File: config.mk
export PLATFORM = sky130hd
export DESIGN_NAME = rhythm_top
export DESIGN_NICKNAME = d
export VERILOG_FILES = /design/src/rtl/vga_pkg.sv /design/src/rtl/game_pkg.sv /design/src/rtl/vga_timing.sv /design/src/rtl/game_timer.sv /design/src/rtl/note_field.sv /design/src/rtl/score_keeper.sv /design/src/rtl/pixel_render.sv /design/src/rtl/rhythm_top.sv
export SDC_FILE = /design/constraint.sdc
export NUM_CORES = 2
export LEC_CHECK = 0
export ABC_AREA = 1
export ABC_CLOCK_PERIOD_IN_PS = 27900
export BUFFER_PORTS_ARGS = -buffer_cell sky130_fd_sc_hd__buf_2
export CORE_MARGIN = 4
export CORE_UTILIZATION = 50
export CTS_CLUSTER_SIZE = 14
export DETAILED_ROUTE_END_ITERATION = 8
export PLACE_DENSITY = 0.62
export SLEW_MARGIN = 30
export SYNTH_ARGS = -nofsm -noshare
export SYNTH_HDL_FRONTEND = slang
export SYNTH_SLANG_ARGS = --single-unit
File: constraint.sdc
create_clock -name pix_clk -period 27.9 [get_ports pix_clk]
set_clock_uncertainty 0.15 [all_clocks]
set_input_delay 1.395 -clock pix_clk [delete_from_list [all_inputs] [get_ports pix_clk]]
set_output_delay 1.395 -clock pix_clk [all_outputs]
set_load 0.1 [all_outputs]
File: src/rtl/vga_pkg.sv
package vga_pkg;

    // ==============================
    // Raster types
    // ==============================

    typedef logic [9:0] coord_t;    // Pixel counter value

    typedef struct packed {
        logic [7:0] r;
        logic [7:0] g;
        logic [7:0] b;
    } rgb_t;

    // Full video output, 27 bits
    typedef struct packed {
        logic hsync_n;
        logic vsync_n;
        logic blank_n;
        rgb_t rgb;
    } vga_out_t;

endpackage

File: src/rtl/game_pkg.sv
package game_pkg;

    // ==============================
    // Game types
    // ==============================

    typedef logic [1:0]  lane_t;
    typedef logic [9:0]  note_y_t;      // Top edge in field rows
    typedef logic [7:0]  score_t;
    typedef logic [9:0]  combo_t;
    typedef logic [13:0] frame_cnt_t;

    typedef enum logic [1:0] {
        JUDGE_MISS    = 2'd0,
        JUDGE_OK      = 2'd1,
        JUDGE_GOOD    = 2'd2,
        JUDGE_PERFECT = 2'd3
    } judge_t;

    typedef enum logic [1:0] {
        GAME_ACTIVE = 2'd0,
        GAME_WON    = 2'd1,
        GAME_LOST   = 2'd2
    } game_state_t;

    typedef struct packed {
        logic   valid;
        judge_t judge;
    } judge_evt_t;

    typedef struct packed {
        score_t      score;
        judge_t      last_judge;
        game_state_t state;
    } game_status_t;

    // ==============================
    // Geometry
    // ==============================

    // Lane l spans LANE_X[l] up to LANE_X[l+1]
    localparam logic [9:0] LANE_X [5] = '{10'd40, 10'd160, 10'd280, 10'd400, 10'd520};

    localparam note_y_t HIT_Y_START  = 10'd360;
    localparam note_y_t HIT_Y_END    = 10'd460;
    localparam note_y_t HIT_Y_CENTER = 10'd410;
    localparam note_y_t PERFECT_DIST = 10'd4;
    localparam note_y_t GOOD_DIST    = 10'd10;
    localparam note_y_t NOTE_HEIGHT  = 10'd32;
    localparam note_y_t FIELD_BOTTOM = 10'd512;    // Notes below this are lost

    localparam logic [9:0] SCORE_BAR_X0     = 10'd580;
    localparam logic [9:0] SCORE_BAR_X1     = 10'd600;
    localparam logic [9:0] SCORE_BAR_BOTTOM = 10'd480;

    // ==============================
    // Pool and scoring
    // ==============================

    localparam int N_NOTES     = 16;
    localparam int SPAWN_DELAY = 30;    // Frames before the first note

    localparam score_t SCORE_33     = 8'd85;
    localparam score_t SCORE_66     = 8'd170;
    localparam score_t SCORE_MAX    = 8'd255;
    localparam score_t MISS_PENALTY = 8'd2;

endpackage

File: src/rtl/vga_timing.sv
`timescale 1ns/1ns

module vga_timing #(
    parameter int h_visible = 640,
    parameter int h_front   = 16,
    parameter int h_sync    = 96,
    parameter int h_back    = 48,
    parameter int v_visible = 480,
    parameter int v_front   = 10,
    parameter int v_sync    = 2,
    parameter int v_back    = 33
) (
    input  logic            pix_clk,
    input  logic            reset,
    output vga_pkg::coord_t h_cnt_o,
    output vga_pkg::coord_t v_cnt_o,
    output logic            frame_tick_o,
    output logic            hsync_n_o,
    output logic            vsync_n_o,
    output logic            blank_n_o
);
    import vga_pkg::*;

    localparam coord_t H_LAST   = coord_t'(h_visible + h_front + h_sync + h_back - 1);
    localparam coord_t V_LAST   = coord_t'(v_visible + v_front + v_sync + v_back - 1);
    localparam coord_t HS_START = coord_t'(h_visible + h_front);
    localparam coord_t HS_END   = coord_t'(h_visible + h_front + h_sync);
    localparam coord_t VS_START = coord_t'(v_visible + v_front);
    localparam coord_t VS_END   = coord_t'(v_visible + v_front + v_sync);

    assign frame_tick_o = (h_cnt_o == '0) && (v_cnt_o == '0);

    always_ff @(posedge pix_clk or posedge reset) begin
        if (reset) begin
            h_cnt_o <= '0;
            v_cnt_o <= '0;
        end else if (h_cnt_o == H_LAST) begin
            h_cnt_o <= '0;
            v_cnt_o <= (v_cnt_o == V_LAST) ? '0 : v_cnt_o + 10'd1;    // Step once per line
        end else begin
            h_cnt_o <= h_cnt_o + 10'd1;
        end
    end

    // Syncs and blank lag the counters by one pixel
    always_ff @(posedge pix_clk or posedge reset) begin
        if (reset) begin
            hsync_n_o <= 1'b1;
            vsync_n_o <= 1'b1;
            blank_n_o <= 1'b0;
        end else begin
            hsync_n_o <= !((h_cnt_o >= HS_START) && (h_cnt_o < HS_END));
            vsync_n_o <= !((v_cnt_o >= VS_START) && (v_cnt_o < VS_END));
            blank_n_o <= (h_cnt_o < coord_t'(h_visible)) && (v_cnt_o < coord_t'(v_visible));
        end
    end

endmodule

File: src/rtl/game_timer.sv
`timescale 1ns/1ns

module game_timer #(
    parameter int max_frames = 10800
) (
    input  logic                  pix_clk,
    input  logic                  reset,
    input  logic                  frame_tick_i,
    input  game_pkg::score_t      score_i,
    output game_pkg::game_state_t state_o,
    output game_pkg::frame_cnt_t  frames_o
);
    import game_pkg::*;

    localparam frame_cnt_t FRAME_LIMIT = frame_cnt_t'(max_frames);

    // Won and lost hold until reset
    always_ff @(posedge pix_clk or posedge reset) begin
        if (reset) begin
            state_o  <= GAME_ACTIVE;
            frames_o <= '0;
        end else if (frame_tick_i && (state_o == GAME_ACTIVE)) begin
            if (score_i == SCORE_MAX) begin
                state_o <= GAME_WON;
            end else if (frames_o < FRAME_LIMIT) begin
                frames_o <= frames_o + 14'd1;
            end else begin
                state_o <= GAME_LOST;    // Out of time
            end
        end
    end

endmodule

File: src/rtl/note_field.sv
`timescale 1ns/1ns

module note_field (
    input  logic                                      pix_clk,
    input  logic                                      reset,
    input  logic                                      frame_tick_i,
    input  game_pkg::game_state_t                     state_i,
    input  game_pkg::score_t                          score_i,
    input  logic [3:0]                                btn_i,
    output game_pkg::judge_evt_t                      evt_o,
    output logic                                      miss_o,
    output logic [game_pkg::N_NOTES-1:0]              note_active_o,
    output game_pkg::lane_t [game_pkg::N_NOTES-1:0]   note_lane_o,
    output game_pkg::note_y_t [game_pkg::N_NOTES-1:0] note_y_o
);
    import game_pkg::*;

    localparam int IDX_W = $clog2(N_NOTES);

    logic [3:0]            prev_btn;
    logic [4:0]            spawn_cnt;
    lane_t                 spawn_lane;
    logic                  tick_active;
    logic [3:0]            press;
    note_y_t               speed;
    logic [4:0]            spawn_reload;
    logic                  free_found;
    logic [IDX_W-1:0]      free_idx;
    logic                  do_spawn;
    logic [N_NOTES-1:0]    fall_off;
    logic [N_NOTES-1:0]    hit_mask;
    logic [3:0]            lane_hit;
    logic [3:0][IDX_W-1:0] lane_idx;
    judge_t [3:0]          lane_judge;
    judge_t                hit_judge;

    assign tick_active = frame_tick_i && (state_i == GAME_ACTIVE);
    assign press       = btn_i & ~prev_btn;    // Rising edges since last tick
    assign do_spawn    = tick_active && (spawn_cnt == 5'd0) && free_found;

    // Difficulty follows the score
    always_comb begin
        if (score_i < SCORE_33) begin
            speed        = 10'd2;
            spawn_reload = 5'd28;
        end else if (score_i < SCORE_66) begin
            speed        = 10'd4;
            spawn_reload = 5'd22;
        end else begin
            speed        = 10'd6;
            spawn_reload = 5'd16;
        end
    end

    // Lowest free slot, fall-off detection
    always_comb begin
        free_found = 1'b0;
        free_idx   = '0;
        for (int i = N_NOTES - 1; i >= 0; i--) begin
            fall_off[i] = note_active_o[i] && (note_y_o[i] > FIELD_BOTTOM);
            if (!note_active_o[i]) begin
                free_found = 1'b1;
                free_idx   = IDX_W'(i);
            end
        end
    end

    // ==============================
    // Hit judging per lane
    // ==============================
    always_comb begin : judge_search
        note_y_t best_diff;
        note_y_t center;
        note_y_t diff;
        hit_mask = '0;
        for (int l = 0; l < 4; l++) begin
            lane_hit[l]   = 1'b0;
            lane_idx[l]   = '0;
            lane_judge[l] = JUDGE_MISS;
            best_diff     = '1;
            for (int i = 0; i < N_NOTES; i++) begin
                center = note_y_o[i] + (NOTE_HEIGHT >> 1);
                diff   = (center > HIT_Y_CENTER) ? center - HIT_Y_CENTER : HIT_Y_CENTER - center;
                if (press[l] && note_active_o[i] && (note_lane_o[i] == lane_t'(l)) &&
                    (note_y_o[i] + NOTE_HEIGHT >= HIT_Y_START) &&
                    (note_y_o[i] <= HIT_Y_END) && (diff < best_diff)) begin
                    lane_hit[l] = 1'b1;
                    lane_idx[l] = IDX_W'(i);
                    best_diff   = diff;
                end
            end
            if (lane_hit[l]) begin
                hit_mask[lane_idx[l]] = 1'b1;
                if (best_diff <= PERFECT_DIST)
                    lane_judge[l] = JUDGE_PERFECT;
                else if (best_diff <= GOOD_DIST)
                    lane_judge[l] = JUDGE_GOOD;
                else
                    lane_judge[l] = JUDGE_OK;
            end
        end
    end

    // Lowest lane hit is the one reported
    always_comb begin
        hit_judge = JUDGE_MISS;
        for (int l = 3; l >= 0; l--) begin
            if (lane_hit[l])
                hit_judge = lane_judge[l];
        end
    end

    // ==============================
    // Pool control and reports
    // ==============================
    always_ff @(posedge pix_clk or posedge reset) begin
        if (reset) begin
            prev_btn      <= '0;
            spawn_cnt     <= 5'(SPAWN_DELAY);
            spawn_lane    <= '0;
            note_active_o <= '0;
            evt_o         <= '0;
            miss_o        <= 1'b0;
        end else begin
            evt_o  <= '0;
            miss_o <= 1'b0;
            if (frame_tick_i)
                prev_btn <= btn_i;
            if (tick_active) begin
                note_active_o <= note_active_o & ~fall_off & ~hit_mask;
                if (do_spawn) begin
                    note_active_o[free_idx] <= 1'b1;
                    spawn_lane              <= spawn_lane + 2'd1;    // Strict rotation
                end
                spawn_cnt    <= (spawn_cnt == 5'd0) ? spawn_reload : spawn_cnt - 5'd1;
                evt_o.valid  <= |lane_hit;
                evt_o.judge  <= hit_judge;
                miss_o       <= !(|lane_hit) && ((|fall_off) || (|(press & ~lane_hit)));
            end
        end
    end

    // Note positions and lanes
    always_ff @(posedge pix_clk) begin
        if (tick_active) begin
            for (int i = 0; i < N_NOTES; i++)
                note_y_o[i] <= note_y_o[i] + speed;
            if (do_spawn) begin
                note_y_o[free_idx]    <= '0;
                note_lane_o[free_idx] <= spawn_lane;
            end
        end
    end

endmodule

File: src/rtl/score_keeper.sv
`timescale 1ns/1ns

module score_keeper (
    input  logic                 pix_clk,
    input  logic                 reset,
    input  game_pkg::judge_evt_t evt_i,
    input  logic                 miss_i,
    output game_pkg::score_t     score_o,
    output game_pkg::judge_t     last_judge_o,
    output logic [1:0]           combo_level_o
);
    import game_pkg::*;

    combo_t     combo;
    logic [4:0] base_pts;
    logic [4:0] mult;       // Tenths
    logic [4:0] scaled;
    score_t     gain;

    always_comb begin
        if (combo >= 10'd20)
            combo_level_o = 2'd2;
        else if (combo >= 10'd10)
            combo_level_o = 2'd1;
        else
            combo_level_o = 2'd0;
    end

    always_comb begin
        case (evt_i.judge)
            JUDGE_PERFECT: base_pts = 5'd2;
            JUDGE_GOOD:    base_pts = 5'd1;
            default:       base_pts = 5'd0;
        endcase
        case (combo_level_o)
            2'd2:    mult = 5'd12;
            2'd1:    mult = 5'd11;
            default: mult = 5'd10;
        endcase
    end

    // Rounded base * mult / 10
    assign scaled = base_pts * mult + 5'd5;
    assign gain   = score_t'(scaled / 5'd10);

    always_ff @(posedge pix_clk or posedge reset) begin
        if (reset) begin
            score_o      <= '0;
            combo        <= '0;
            last_judge_o <= JUDGE_MISS;
        end else if (evt_i.valid) begin
            score_o      <= (score_o > SCORE_MAX - gain) ? SCORE_MAX : score_o + gain;
            combo        <= (combo == '1) ? combo : combo + 10'd1;
            last_judge_o <= evt_i.judge;
        end else if (miss_i) begin
            score_o      <= (score_o > MISS_PENALTY) ? score_o - MISS_PENALTY : '0;
            combo        <= '0;
            last_judge_o <= JUDGE_MISS;
        end
    end

endmodule

File: src/rtl/pixel_render.sv
`timescale 1ns/1ns

module pixel_render (
    input  logic                                      pix_clk,
    input  logic                                      reset,
    input  vga_pkg::coord_t                           h_cnt_i,
    input  vga_pkg::coord_t                           v_cnt_i,
    input  logic                                      blank_n_i,
    input  game_pkg::game_state_t                     state_i,
    input  game_pkg::score_t                          score_i,
    input  game_pkg::judge_t                          last_judge_i,
    input  logic [game_pkg::N_NOTES-1:0]              note_active_i,
    input  game_pkg::lane_t [game_pkg::N_NOTES-1:0]   note_lane_i,
    input  game_pkg::note_y_t [game_pkg::N_NOTES-1:0] note_y_i,
    output vga_pkg::rgb_t                             rgb_o
);
    import vga_pkg::*;
    import game_pkg::*;

    localparam rgb_t LANE_TINT [4] = '{'{8'd40, 8'd0, 8'd0}, '{8'd40, 8'd40, 8'd0},
                                       '{8'd0, 8'd40, 8'd0}, '{8'd0, 8'd0, 8'd40}};
    localparam rgb_t NOTE_COL  [4] = '{'{8'd255, 8'd0, 8'd0}, '{8'd255, 8'd255, 8'd0},
                                       '{8'd0, 8'd255, 8'd0}, '{8'd0, 8'd0, 8'd255}};

    logic [3:0] in_lane;
    logic       in_band;
    coord_t     band_dist;
    rgb_t       colour;
    rgb_t       rgb_q;

    assign in_band   = (v_cnt_i >= HIT_Y_START) && (v_cnt_i < HIT_Y_END);
    assign band_dist = (v_cnt_i > HIT_Y_CENTER) ? v_cnt_i - HIT_Y_CENTER : HIT_Y_CENTER - v_cnt_i;

    always_comb begin
        for (int l = 0; l < 4; l++)
            in_lane[l] = (h_cnt_i >= LANE_X[l]) && (h_cnt_i < LANE_X[l+1]);
    end

    // ==============================
    // Layered colour, last wins
    // ==============================
    always_comb begin
        colour = '{8'd10, 8'd10, 8'd10};
        if (state_i == GAME_WON) begin
            colour = '{8'd0, 8'd255, 8'd0};
        end else if (state_i == GAME_LOST) begin
            colour = '{8'd255, 8'd0, 8'd0};
        end else begin
            for (int l = 0; l < 4; l++) begin
                if (in_lane[l])
                    colour = LANE_TINT[l];
            end
            if (in_band) begin
                colour = '{8'd30, 8'd30, 8'd60};                               // Ok band
                if (band_dist <= GOOD_DIST)
                    colour = '{8'd200, 8'd200, 8'd40};
                if (band_dist <= PERFECT_DIST)
                    colour = '{8'd255, 8'd255, 8'd255};
            end
            for (int i = 0; i < N_NOTES; i++) begin
                if (note_active_i[i] && in_lane[note_lane_i[i]] && (v_cnt_i >= note_y_i[i]) &&
                    (v_cnt_i < note_y_i[i] + NOTE_HEIGHT))
                    colour = NOTE_COL[note_lane_i[i]];
            end
            // Score bar grows upward from the bottom edge
            if ((h_cnt_i >= SCORE_BAR_X0) && (h_cnt_i < SCORE_BAR_X1) &&
                (v_cnt_i >= SCORE_BAR_BOTTOM - {2'b00, score_i}) &&
                (v_cnt_i < SCORE_BAR_BOTTOM)) begin
                case (last_judge_i)
                    JUDGE_PERFECT: colour = '{8'd255, 8'd80, 8'd255};
                    JUDGE_GOOD:    colour = '{8'd80, 8'd255, 8'd255};
                    JUDGE_OK:      colour = '{8'd80, 8'd255, 8'd80};
                    default:       colour = '{8'd40, 8'd40, 8'd40};
                endcase
            end
        end
    end

    always_ff @(posedge pix_clk or posedge reset) begin
        if (reset)
            rgb_q <= '0;
        else
            rgb_q <= colour;
    end

    assign rgb_o = blank_n_i ? rgb_q : '0;    // Black outside the visible area

endmodule

File: src/rtl/rhythm_top.sv
`timescale 1ns/1ns

module rhythm_top #(
    parameter int h_visible  = 640,
    parameter int h_front    = 16,
    parameter int h_sync     = 96,
    parameter int h_back     = 48,
    parameter int v_visible  = 480,
    parameter int v_front    = 10,
    parameter int v_sync     = 2,
    parameter int v_back     = 33,
    parameter int max_frames = 10800
) (
    input  logic                   pix_clk,
    input  logic                   reset,
    input  logic [3:0]             btn_i,
    output vga_pkg::vga_out_t      vga_o,
    output game_pkg::game_status_t status_o
);
    import vga_pkg::*;
    import game_pkg::*;

    coord_t             h_cnt;
    coord_t             v_cnt;
    logic               frame_tick;
    logic               hsync_n;
    logic               vsync_n;
    logic               blank_n;
    game_state_t        game_state;
    score_t             score;
    judge_t             last_judge;
    judge_evt_t         evt;
    logic               miss;
    logic [N_NOTES-1:0] note_active;
    lane_t [N_NOTES-1:0]   note_lane;
    note_y_t [N_NOTES-1:0] note_y;
    rgb_t               rgb;

    // ==============================
    // Raster
    // ==============================
    vga_timing #(
        .h_visible(h_visible), .h_front(h_front), .h_sync(h_sync), .h_back(h_back),
        .v_visible(v_visible), .v_front(v_front), .v_sync(v_sync), .v_back(v_back)
    ) i_timing (
        .pix_clk(pix_clk), .reset(reset), .h_cnt_o(h_cnt), .v_cnt_o(v_cnt),
        .frame_tick_o(frame_tick), .hsync_n_o(hsync_n), .vsync_n_o(vsync_n),
        .blank_n_o(blank_n)
    );

    // ==============================
    // Game
    // ==============================
    game_timer #(.max_frames(max_frames)) i_timer (
        .pix_clk(pix_clk), .reset(reset), .frame_tick_i(frame_tick), .score_i(score),
        .state_o(game_state), .frames_o()
    );

    note_field i_notes (
        .pix_clk(pix_clk), .reset(reset), .frame_tick_i(frame_tick), .state_i(game_state),
        .score_i(score), .btn_i(btn_i), .evt_o(evt), .miss_o(miss),
        .note_active_o(note_active), .note_lane_o(note_lane), .note_y_o(note_y)
    );

    score_keeper i_score (
        .pix_clk(pix_clk), .reset(reset), .evt_i(evt), .miss_i(miss), .score_o(score),
        .last_judge_o(last_judge), .combo_level_o()
    );

    pixel_render i_render (
        .pix_clk(pix_clk), .reset(reset), .h_cnt_i(h_cnt), .v_cnt_i(v_cnt),
        .blank_n_i(blank_n), .state_i(game_state), .score_i(score),
        .last_judge_i(last_judge), .note_active_i(note_active), .note_lane_i(note_lane),
        .note_y_i(note_y), .rgb_o(rgb)
    );

    assign vga_o    = '{hsync_n: hsync_n, vsync_n: vsync_n, blank_n: blank_n, rgb: rgb};
    assign status_o = '{score: score, last_judge: last_judge, state: game_state};

endmodule

# Yosys cells after proc, flatten, opt, wreduce, memory -nomap -nowiden
# Index checks and enable logic that the tools add are counted.
# Widths: inputs -> output; s select.
[word_totals] regBits=306 input_bits=6 out_inout_bits=39 word_cells=1316
[op_classes] addsub=93 mul=1 div=1 order_cmp=236 eq_ne=63 n_mux=402 bitwise=31 n_reduce_logical=437
[ops] op="$mux 24" n=55
[ops] op="$mux 10" n=88
[ops] op="$bmux 24 s2" n=16
[ops] op="$lt 10x10->1" n=76
[ops] op="$logic_and 1x1->1" n=405
[ops] op="$ge 10x9->1 const B" n=20
[ops] op="$mux 4" n=48
[ops] op="$ge 10x10->1" n=17
[ops] op="$gt 10x9->1 const B" n=17
[ops] op="$sub 10x9->10 const B" n=17
[ops] op="$sub 9x10->10 const A" n=17
[ops] op="$add 10x10->10" n=16
[ops] op="$add 10x5->10 const B" n=16
[ops] op="$add 10x6->10 const B" n=16
[ops] op="$and 160x160->160" n=1
[ops] op="$gt 10x10->1 const B" n=16
[ops] op="$le 10x9->1 const B" n=16
[ops] op="$mux 160" n=1
[ops] op="$not 160->160" n=1
[ops] op="$mux 1" n=107
[ops] op="$mux 22" n=4
[ops] op="$mux 16" n=5
[ops] op="$eq 2x2->1 const B" n=38
[ops] op="$pmux 24 s3" n=1
[ops] op="other kinds (63)" n=250

# Depth between registers and ports, before layout
[logic_depth] ltp_word=68 ltp_mapped=210 depth_no_buf=185

# By module
# Synthesis repeated with hierarchy kept, for this count alone.
[hier_totals] hier_cells=9348 area_unflattened_um2=59308.1
[modules_own_cells] module="note_field" n_inst=1 cells_each=7007 area_each_um2=43885.8 seq_area_each_um2=6546.3
[modules_own_cells] module="pixel_render" n_inst=1 cells_each=1813 area_each_um2=11489.8 seq_area_each_um2=575.6
[modules_own_cells] module="score_keeper" n_inst=1 cells_each=214 area_each_um2=1510.2 seq_area_each_um2=500.5
[modules_own_cells] module="vga_timing" n_inst=1 cells_each=159 area_each_um2=1298.7 seq_area_each_um2=578.1
[modules_own_cells] module="game_timer" n_inst=1 cells_each=152 area_each_um2=1101.1 seq_area_each_um2=400.4
[modules_own_cells] module="rhythm_top" n_inst=1 cells_each=3 area_each_um2=22.5 seq_area_each_um2=0.0

# Least setup slack after synthesis
# No wires, ideal clock.
[synth_path] path_kind="input -> register" startpoint="input btn_i[3]" endpoint="register i_notes.note_active_o[7] (netlist name)" setup_ns=0.127 arrival_time_ns=25.507 required_ns=27.623 setup_slack_ns=2.117 stages=141 path_buffers=25 path_cell_list="inv_1 nor2_1 inv_1 nor2_1 nand3_1 inv_1 nand2_1 nor2_1 ha_1 a2111oi_0 nand4_1 nor2_4 nand2_2 buf_6 clkbuf_8 o21ai_0 ha_1 a2111oi_0 [105 not listed] nand2_4 buf_6 nand2_1 o21ai_0 ha_1 a2111oi_0 o211ai_1 nor3_1 nand2_4 buf_12 nand2_8 nor2_2 nor3_2 nand2_1 nand4_1 nand2_1 nand2_1 o21ai_1"
[synth_between] elab_chain_len=62 word_cells_on_any_way=153 classes_between="order compare: 17; mux: 50; bitwise: 5; reduce/logical: 81"
[synth_rtl] item="from (decl)" line_no="rhythm_top.sv:16" rtl="input logic [3:0] btn_i,"
[synth_rtl] item="$and 4x4->4 (*)" line_no="note_field.sv:38" rtl="assign press = btn_i & ~prev_btn;"
[synth_rtl] item="$logic_and 1x1->1 (3 in a row)" line_no="note_field.sv:84" rtl="if (press[l] && note_active_o[i] && (note_lane_o[i] == lane_t'(l)) &&"
[synth_rtl] item="$logic_and 1x1->1" line_no="note_field.sv:85" rtl="(note_y_o[i] + NOTE_HEIGHT >= HIT_Y_START) &&"
[synth_rtl] item="$logic_and 1x1->1" line_no="note_field.sv:86" rtl="(note_y_o[i] <= HIT_Y_END) && (diff < best_diff)) begin"
[synth_rtl] item="$mux 10" line_no="note_field.sv:84"
[synth_rtl] item="$lt 10x10->1" line_no="note_field.sv:86"
[synth_rtl] item="$logic_and 1x1->1" line_no="note_field.sv:86"
[synth_rtl] item="$mux 10" line_no="note_field.sv:84"
[synth_rtl] item="[44 not listed]"
[synth_rtl] item="$mux 1 (not written as such)" line_no="note_field.sv:93" rtl="hit_mask[lane_idx[l]] = 1'b1;"
[synth_rtl] item="$demux 1 s4"
[synth_rtl] item="$or 16x16->16 (no source line)"
[synth_rtl] item="$mux 16 (*)" line_no="note_field.sv:92" rtl="if (lane_hit[l]) begin"
[synth_rtl] item="$not 16->16 (*)" line_no="note_field.sv:130" rtl="note_active_o <= note_active_o & ~fall_off & ~hit_mask;"
[synth_rtl] item="$and 16x16->16 (*)" line_no="note_field.sv:130"
[synth_rtl] item="$or 16x16->16 (no source line)"
[synth_rtl] item="$mux 16 (*)" line_no="note_field.sv:131" rtl="if (do_spawn) begin"
[synth_rtl] item="to (signal assigned)" line_no="note_field.sv:130"
[synth_rtl] item="to (decl)" line_no="note_field.sv:12" rtl="output logic [game_pkg::N_NOTES-1:0] note_active_o,"
# Mark *: on every way between the ends. The rest lies on a longest branch, timed or not.
# A chain may end at the register's enable or synchronous reset.

# Worst setup path after layout
[layout_path] startpoint="register i_notes.note_y_o[5] (netlist name)" endpoint="register i_notes.note_active_o[11] (netlist name)"
[layout_between] elab_chain_len=66 word_cells_on_any_way=356 classes_between="add/sub: 4; order compare: 72; mux: 198; bitwise: 6; reduce/logical: 76"
[layout_rtl] item="from (decl)" line_no="note_field.sv:14" rtl="output game_pkg::note_y_t [game_pkg::N_NOTES-1:0] note_y_o"
[layout_rtl] item="from (signal, indexed assignment)" line_no="note_field.sv:147" rtl="note_y_o[i] <= note_y_o[i] + speed;"
[layout_rtl] item="$add 10x5->10 or $add 10x6->10 (tied branches)" line_no="note_field.sv:82, note_field.sv:85"
[layout_rtl] item="$sub 9x10->10, or another cell as far along" line_no="note_field.sv:83" rtl="diff = (center > HIT_Y_CENTER) ? center - HIT_Y_CENTER : HIT_Y_CENTER - center;"
[layout_rtl] item="$mux 10 or $logic_and 1x1->1 (tied branches)" line_no="note_field.sv:83, note_field.sv:84"
[layout_rtl] item="$lt 10x10->1 or $logic_and 1x1->1 (tied branches)" line_no="note_field.sv:86, note_field.sv:85"
[layout_rtl] item="$logic_and 1x1->1" line_no="note_field.sv:86"
[layout_rtl] item="$mux 10" line_no="note_field.sv:84"
[layout_rtl] item="$lt 10x10->1" line_no="note_field.sv:86"
[layout_rtl] item="$logic_and 1x1->1" line_no="note_field.sv:86"
[layout_rtl] item="[50 not listed]"
[layout_rtl] item="$or 16x16->16 (no source line)"
[layout_rtl] item="$mux 16" line_no="note_field.sv:92"
[layout_rtl] item="$or 16x16->16 (no source line)"
[layout_rtl] item="$mux 16 (*)" line_no="note_field.sv:92"
[layout_rtl] item="$not 16->16 (*)" line_no="note_field.sv:130"
[layout_rtl] item="$and 16x16->16 (*)" line_no="note_field.sv:130"
[layout_rtl] item="$or 16x16->16 (no source line)"
[layout_rtl] item="$mux 16 (*)" line_no="note_field.sv:131"
# Marks and branches as above.

==> out/results.txt <==
Post-Place Worst Slack - -0.7356 ns
Flop pwr share - 0.402
Hold Buf Count CTS - 0
minimum clock period - 26.50 ns
CP max stage delay - 0.51 ns
Pre-antenna DRT Iters - 6
Synth Register Bits - 295
P&R area growth vs syn - 16.44%
register area - 8364 um2
NetSw - 357.3 uW
sequential share of the synthesized area - 0.1487
crit path max-delay cell type - edfxtp_1
NumNets Final - 10140
Ys Warns - 0
leakage power total - 33.96 nW
vias per cell - 5.889
Worst-Margin Slew - 1.114 ns
Die ar. - 117700 um2
initial drt markers - 5943
Syn Inst Count - 8357
final setup margin - 1.398 ns
Max Clk Rate - 37.73 MHz
Max-cap violations - 0
clock latency on the worst-skew pair - 0.65 ns
Slew HR - 0.2473
drt drc - 0
vias in the first global route - 57300
Cell variety after synth - 84
critical path endpoint category - register
GRT Overall Usage - 0.3905
crit-path max FO - 18
most used flip-flop cell after synthesis - edfxtp_1
chip height - 343.1 um
EDFF count, synth - 192
clk buf depth - 3
Final GP Congestion - 1.082
global-route wire length before repair - 353100 um
# fillers - 10990
htree depth - 2
syn_area_per_cell - 6.720 um2
core area - 111100 um2
setup TNS - 0 ns
layout cells sized above 1 - 0.1453
die width - 343.1 um
Final Cycle Share - 0.9499
asr flop ratio synth - 0.3492
peak supply drop - 0.04198 mV
Sw Ratio - 0.3044
hold crit path type - register to register
Num CTS Buffers - 41
Comb pwr share - 0.122
Slew Viols, Final - 0
CTS Root Cell - clkbuf_16
Critical Path Most Common Cell - buf_4
drt total wl - 238800 um
Int Pwr - 816.5 uW
Setup crit start kind - register
Final Hold Viols - 0
critical path class - register to register
cell area after synthesis - 56160 um2
pin count of the biggest net entering global routing - 64
Routed Antenna Nets - 0
clock sinks - 295
P per Cell Area - 17.95 nW/um2
status - completed
DP HPWL - 189800 um
vias - 62150
worst hold slack - 0.3061 ns
gr ovfl total - 0
Rows - 122
WP data required - 28.25 ns
fin util - 0.5884
antenna violations before repair - 6
Initial Utilization - 0.5053
Mapped Nets - 9465
area of the multi-input gates - 43130 um2
Buffers on Ports - 44
routed len/inst - 22.63 um
setup violators final - 0
IO Count - 45
Clock transition at path regs - 0.06 ns
Critical Path AT - 26.85 ns
clock share of power - 0.477
CTS tree - done
-- cells in the mapped netlist, types with 7 or more instances --
library cell,number,share of area
a2111oi_0,13,0.0020
a211oi_1,46,0.0061
a21boi_0,11,0.0015
a21o_1,37,0.0049
a21oi_1,505,0.045
a221oi_1,15,0.0023
a31oi_1,37,0.0041
a41oi_1,20,0.0031
buf_4,11,0.0015
buf_6,19,0.0038
clkbuf_1,125,0.0084
clkbuf_8,10,0.0025
clkinv_1,35,0.0023
dfrtp_1,97,0.043
edfxtp_1,192,0.10
fa_1,17,0.0061
ha_1,1085,0.24
inv_1,1164,0.078
inv_2,21,0.0014
nand2_1,1762,0.12
nand2_2,58,0.0065
nand2_4,42,0.0084
nand3_1,370,0.033
nand3_2,28,0.0050
nand3b_1,26,0.0035
nand4_1,156,0.017
nor2_1,637,0.043
nor2_2,15,0.0017
nor2_4,18,0.0036
nor3_1,102,0.0091
nor4_1,70,0.0078
o2111a_1,7,0.0014
o2111ai_1,45,0.0070
o211ai_1,51,0.0068
o21a_1,41,0.0055
o21ai_0,939,0.084
o21ai_1,48,0.0043
o21bai_1,42,0.0056
o221ai_1,29,0.0045
o22ai_1,19,0.0021
o31ai_1,19,0.0025
or2_2,45,0.0050
xnor2_1,39,0.0061
xor2_1,200,0.031
-- power groups by stage --
stage | clock [mW] | sequential [mW] | combinational, mW
after floorplan | 0 | 0.486 | 0.0850
after global placement | 0 | 0.480 | 0.135
after detailed placement | 0 | 0.481 | 0.138
after CTS | 0.567 | 0.472 | 0.139
after global routing | 0.584 | 0.472 | 0.158
final | 0.559 | 0.472 | 0.143
-- registers in the layout (all words and copies together) (netlist names) --
register,flops
i_notes.evt_o,3
i_notes.miss_o,1
i_notes.note_active_o,16
i_notes.note_lane_o,32
i_notes.note_y_o,160
i_notes.prev_btn,4
i_notes.spawn_cnt,5
i_notes.spawn_lane,2
i_render.rgb_q,23
i_score.last_judge_o,2
i_score.score_o,8
i_timer.frames_o,14
i_timer.state_o,2
i_timing.blank_n_o,1
i_timing.h_cnt_o,10
i_timing.hsync_n_o,1
i_timing.v_cnt_o,10
i_timing.vsync_n_o,1
-- repair_timing --
item | CTS | global route
pin swaps | 1 | 79
resized for setup | 18 | 328
buffers inserted | 1 | 41
gates cloned | 0 | 5
endpoints found under the setup margin | 20 | 20
-- critical path, delay by kind of cell (launching register included) --
family / cells / cell delay, ns
AOI/OAI and AO/OA: 49 / 7.76
adders and majority gates: 16 / 4.33
buffers and inverters: 42 / 6.33
DFF: 1 / 0.51
and+or+nand+nor: 59 / 7.23
-- layout by cell type, fill, tap and decap left out, drive strengths merged, types with 192 or more instances in the layout --
cell type,count
edfxtp,192
nor2,671
ha,1085
a21oi,515
nand2,1867
xor2,200
buf,795
o21ai,992
inv,1193
nand3,400
-- path summary, 6_finish.rpt --
path / from / to / slack [ns] / depth (start not counted)
min reg2reg: i_timer.frames_o[13] / i_timer.frames_o[13] / 0.31 / 2
max reg2reg: i_notes.note_y_o[5] / i_notes.note_active_o[11] / 1.40 / 166
max in group asynchronous: reset / i_timing.v_cnt_o[1] / 25.89 / 4
min: i_timer.frames_o[13] / i_timer.frames_o[13] / 0.31 / 2
min in group asynchronous: reset / i_score.score_o[5] / 0.55 / 2
max: i_notes.note_y_o[5] / i_notes.note_active_o[11] / 1.40 / 166
-- metrics by stage --
stage | std cells | area [um2] | power [mW]
after global routing | 10550 | 65380 | 1.213
after floorplan | 8357 | 56160 | 0.5709
after global placement | 10430 | 62720 | 0.6158
after CTS | 10500 | 64160 | 1.178
after detailed placement | 10430 | 62780 | 0.6181
final | 10550 | 65390 | 1.174
-- routing by layer --
| layer | wire (um) | track usage |
|---|---|---|
| met5 | 27 | 0 |
| met4 | 16090 | 0.2170 |
| met3 | 20120 | 0.06047 |
| met2 | 103200 | 0.6098 |
| met1 | 99370 | 0.5156 |
-- area by class of cell --
cell class / count / area share
flip-flops and latches: 295 / 0.1279
clock buffers: 48 / 0.01674
inverters: 1224 / 0.07057
multi-input cells: 6672 / 0.6596
clock inverters: 27 / 0.004057
diodes: 2 / 0.00007654
repair buffers: 797 / 0.09260
well taps: 1488 / 0.02847
-- logic make-up (layout without fill, tap and decap cells) --
logic type | after synthesis | in the layout | share of synthesized area
flops | 295 | 295 | 0.1487
mux | 3 | 3 | 0.0005570
xor+xnor | 239 | 239 | 0.03728
compound gates | 1977 | 1977 | 0.2018
fa+ha+maj | 1102 | 1102 | 0.2478
other cells | 0 | 2 | 0
buf+inv | 1393 | 2096 | 0.09902
simple gates | 3348 | 3351 | 0.2649
Power figures use the tool's default switching activity.
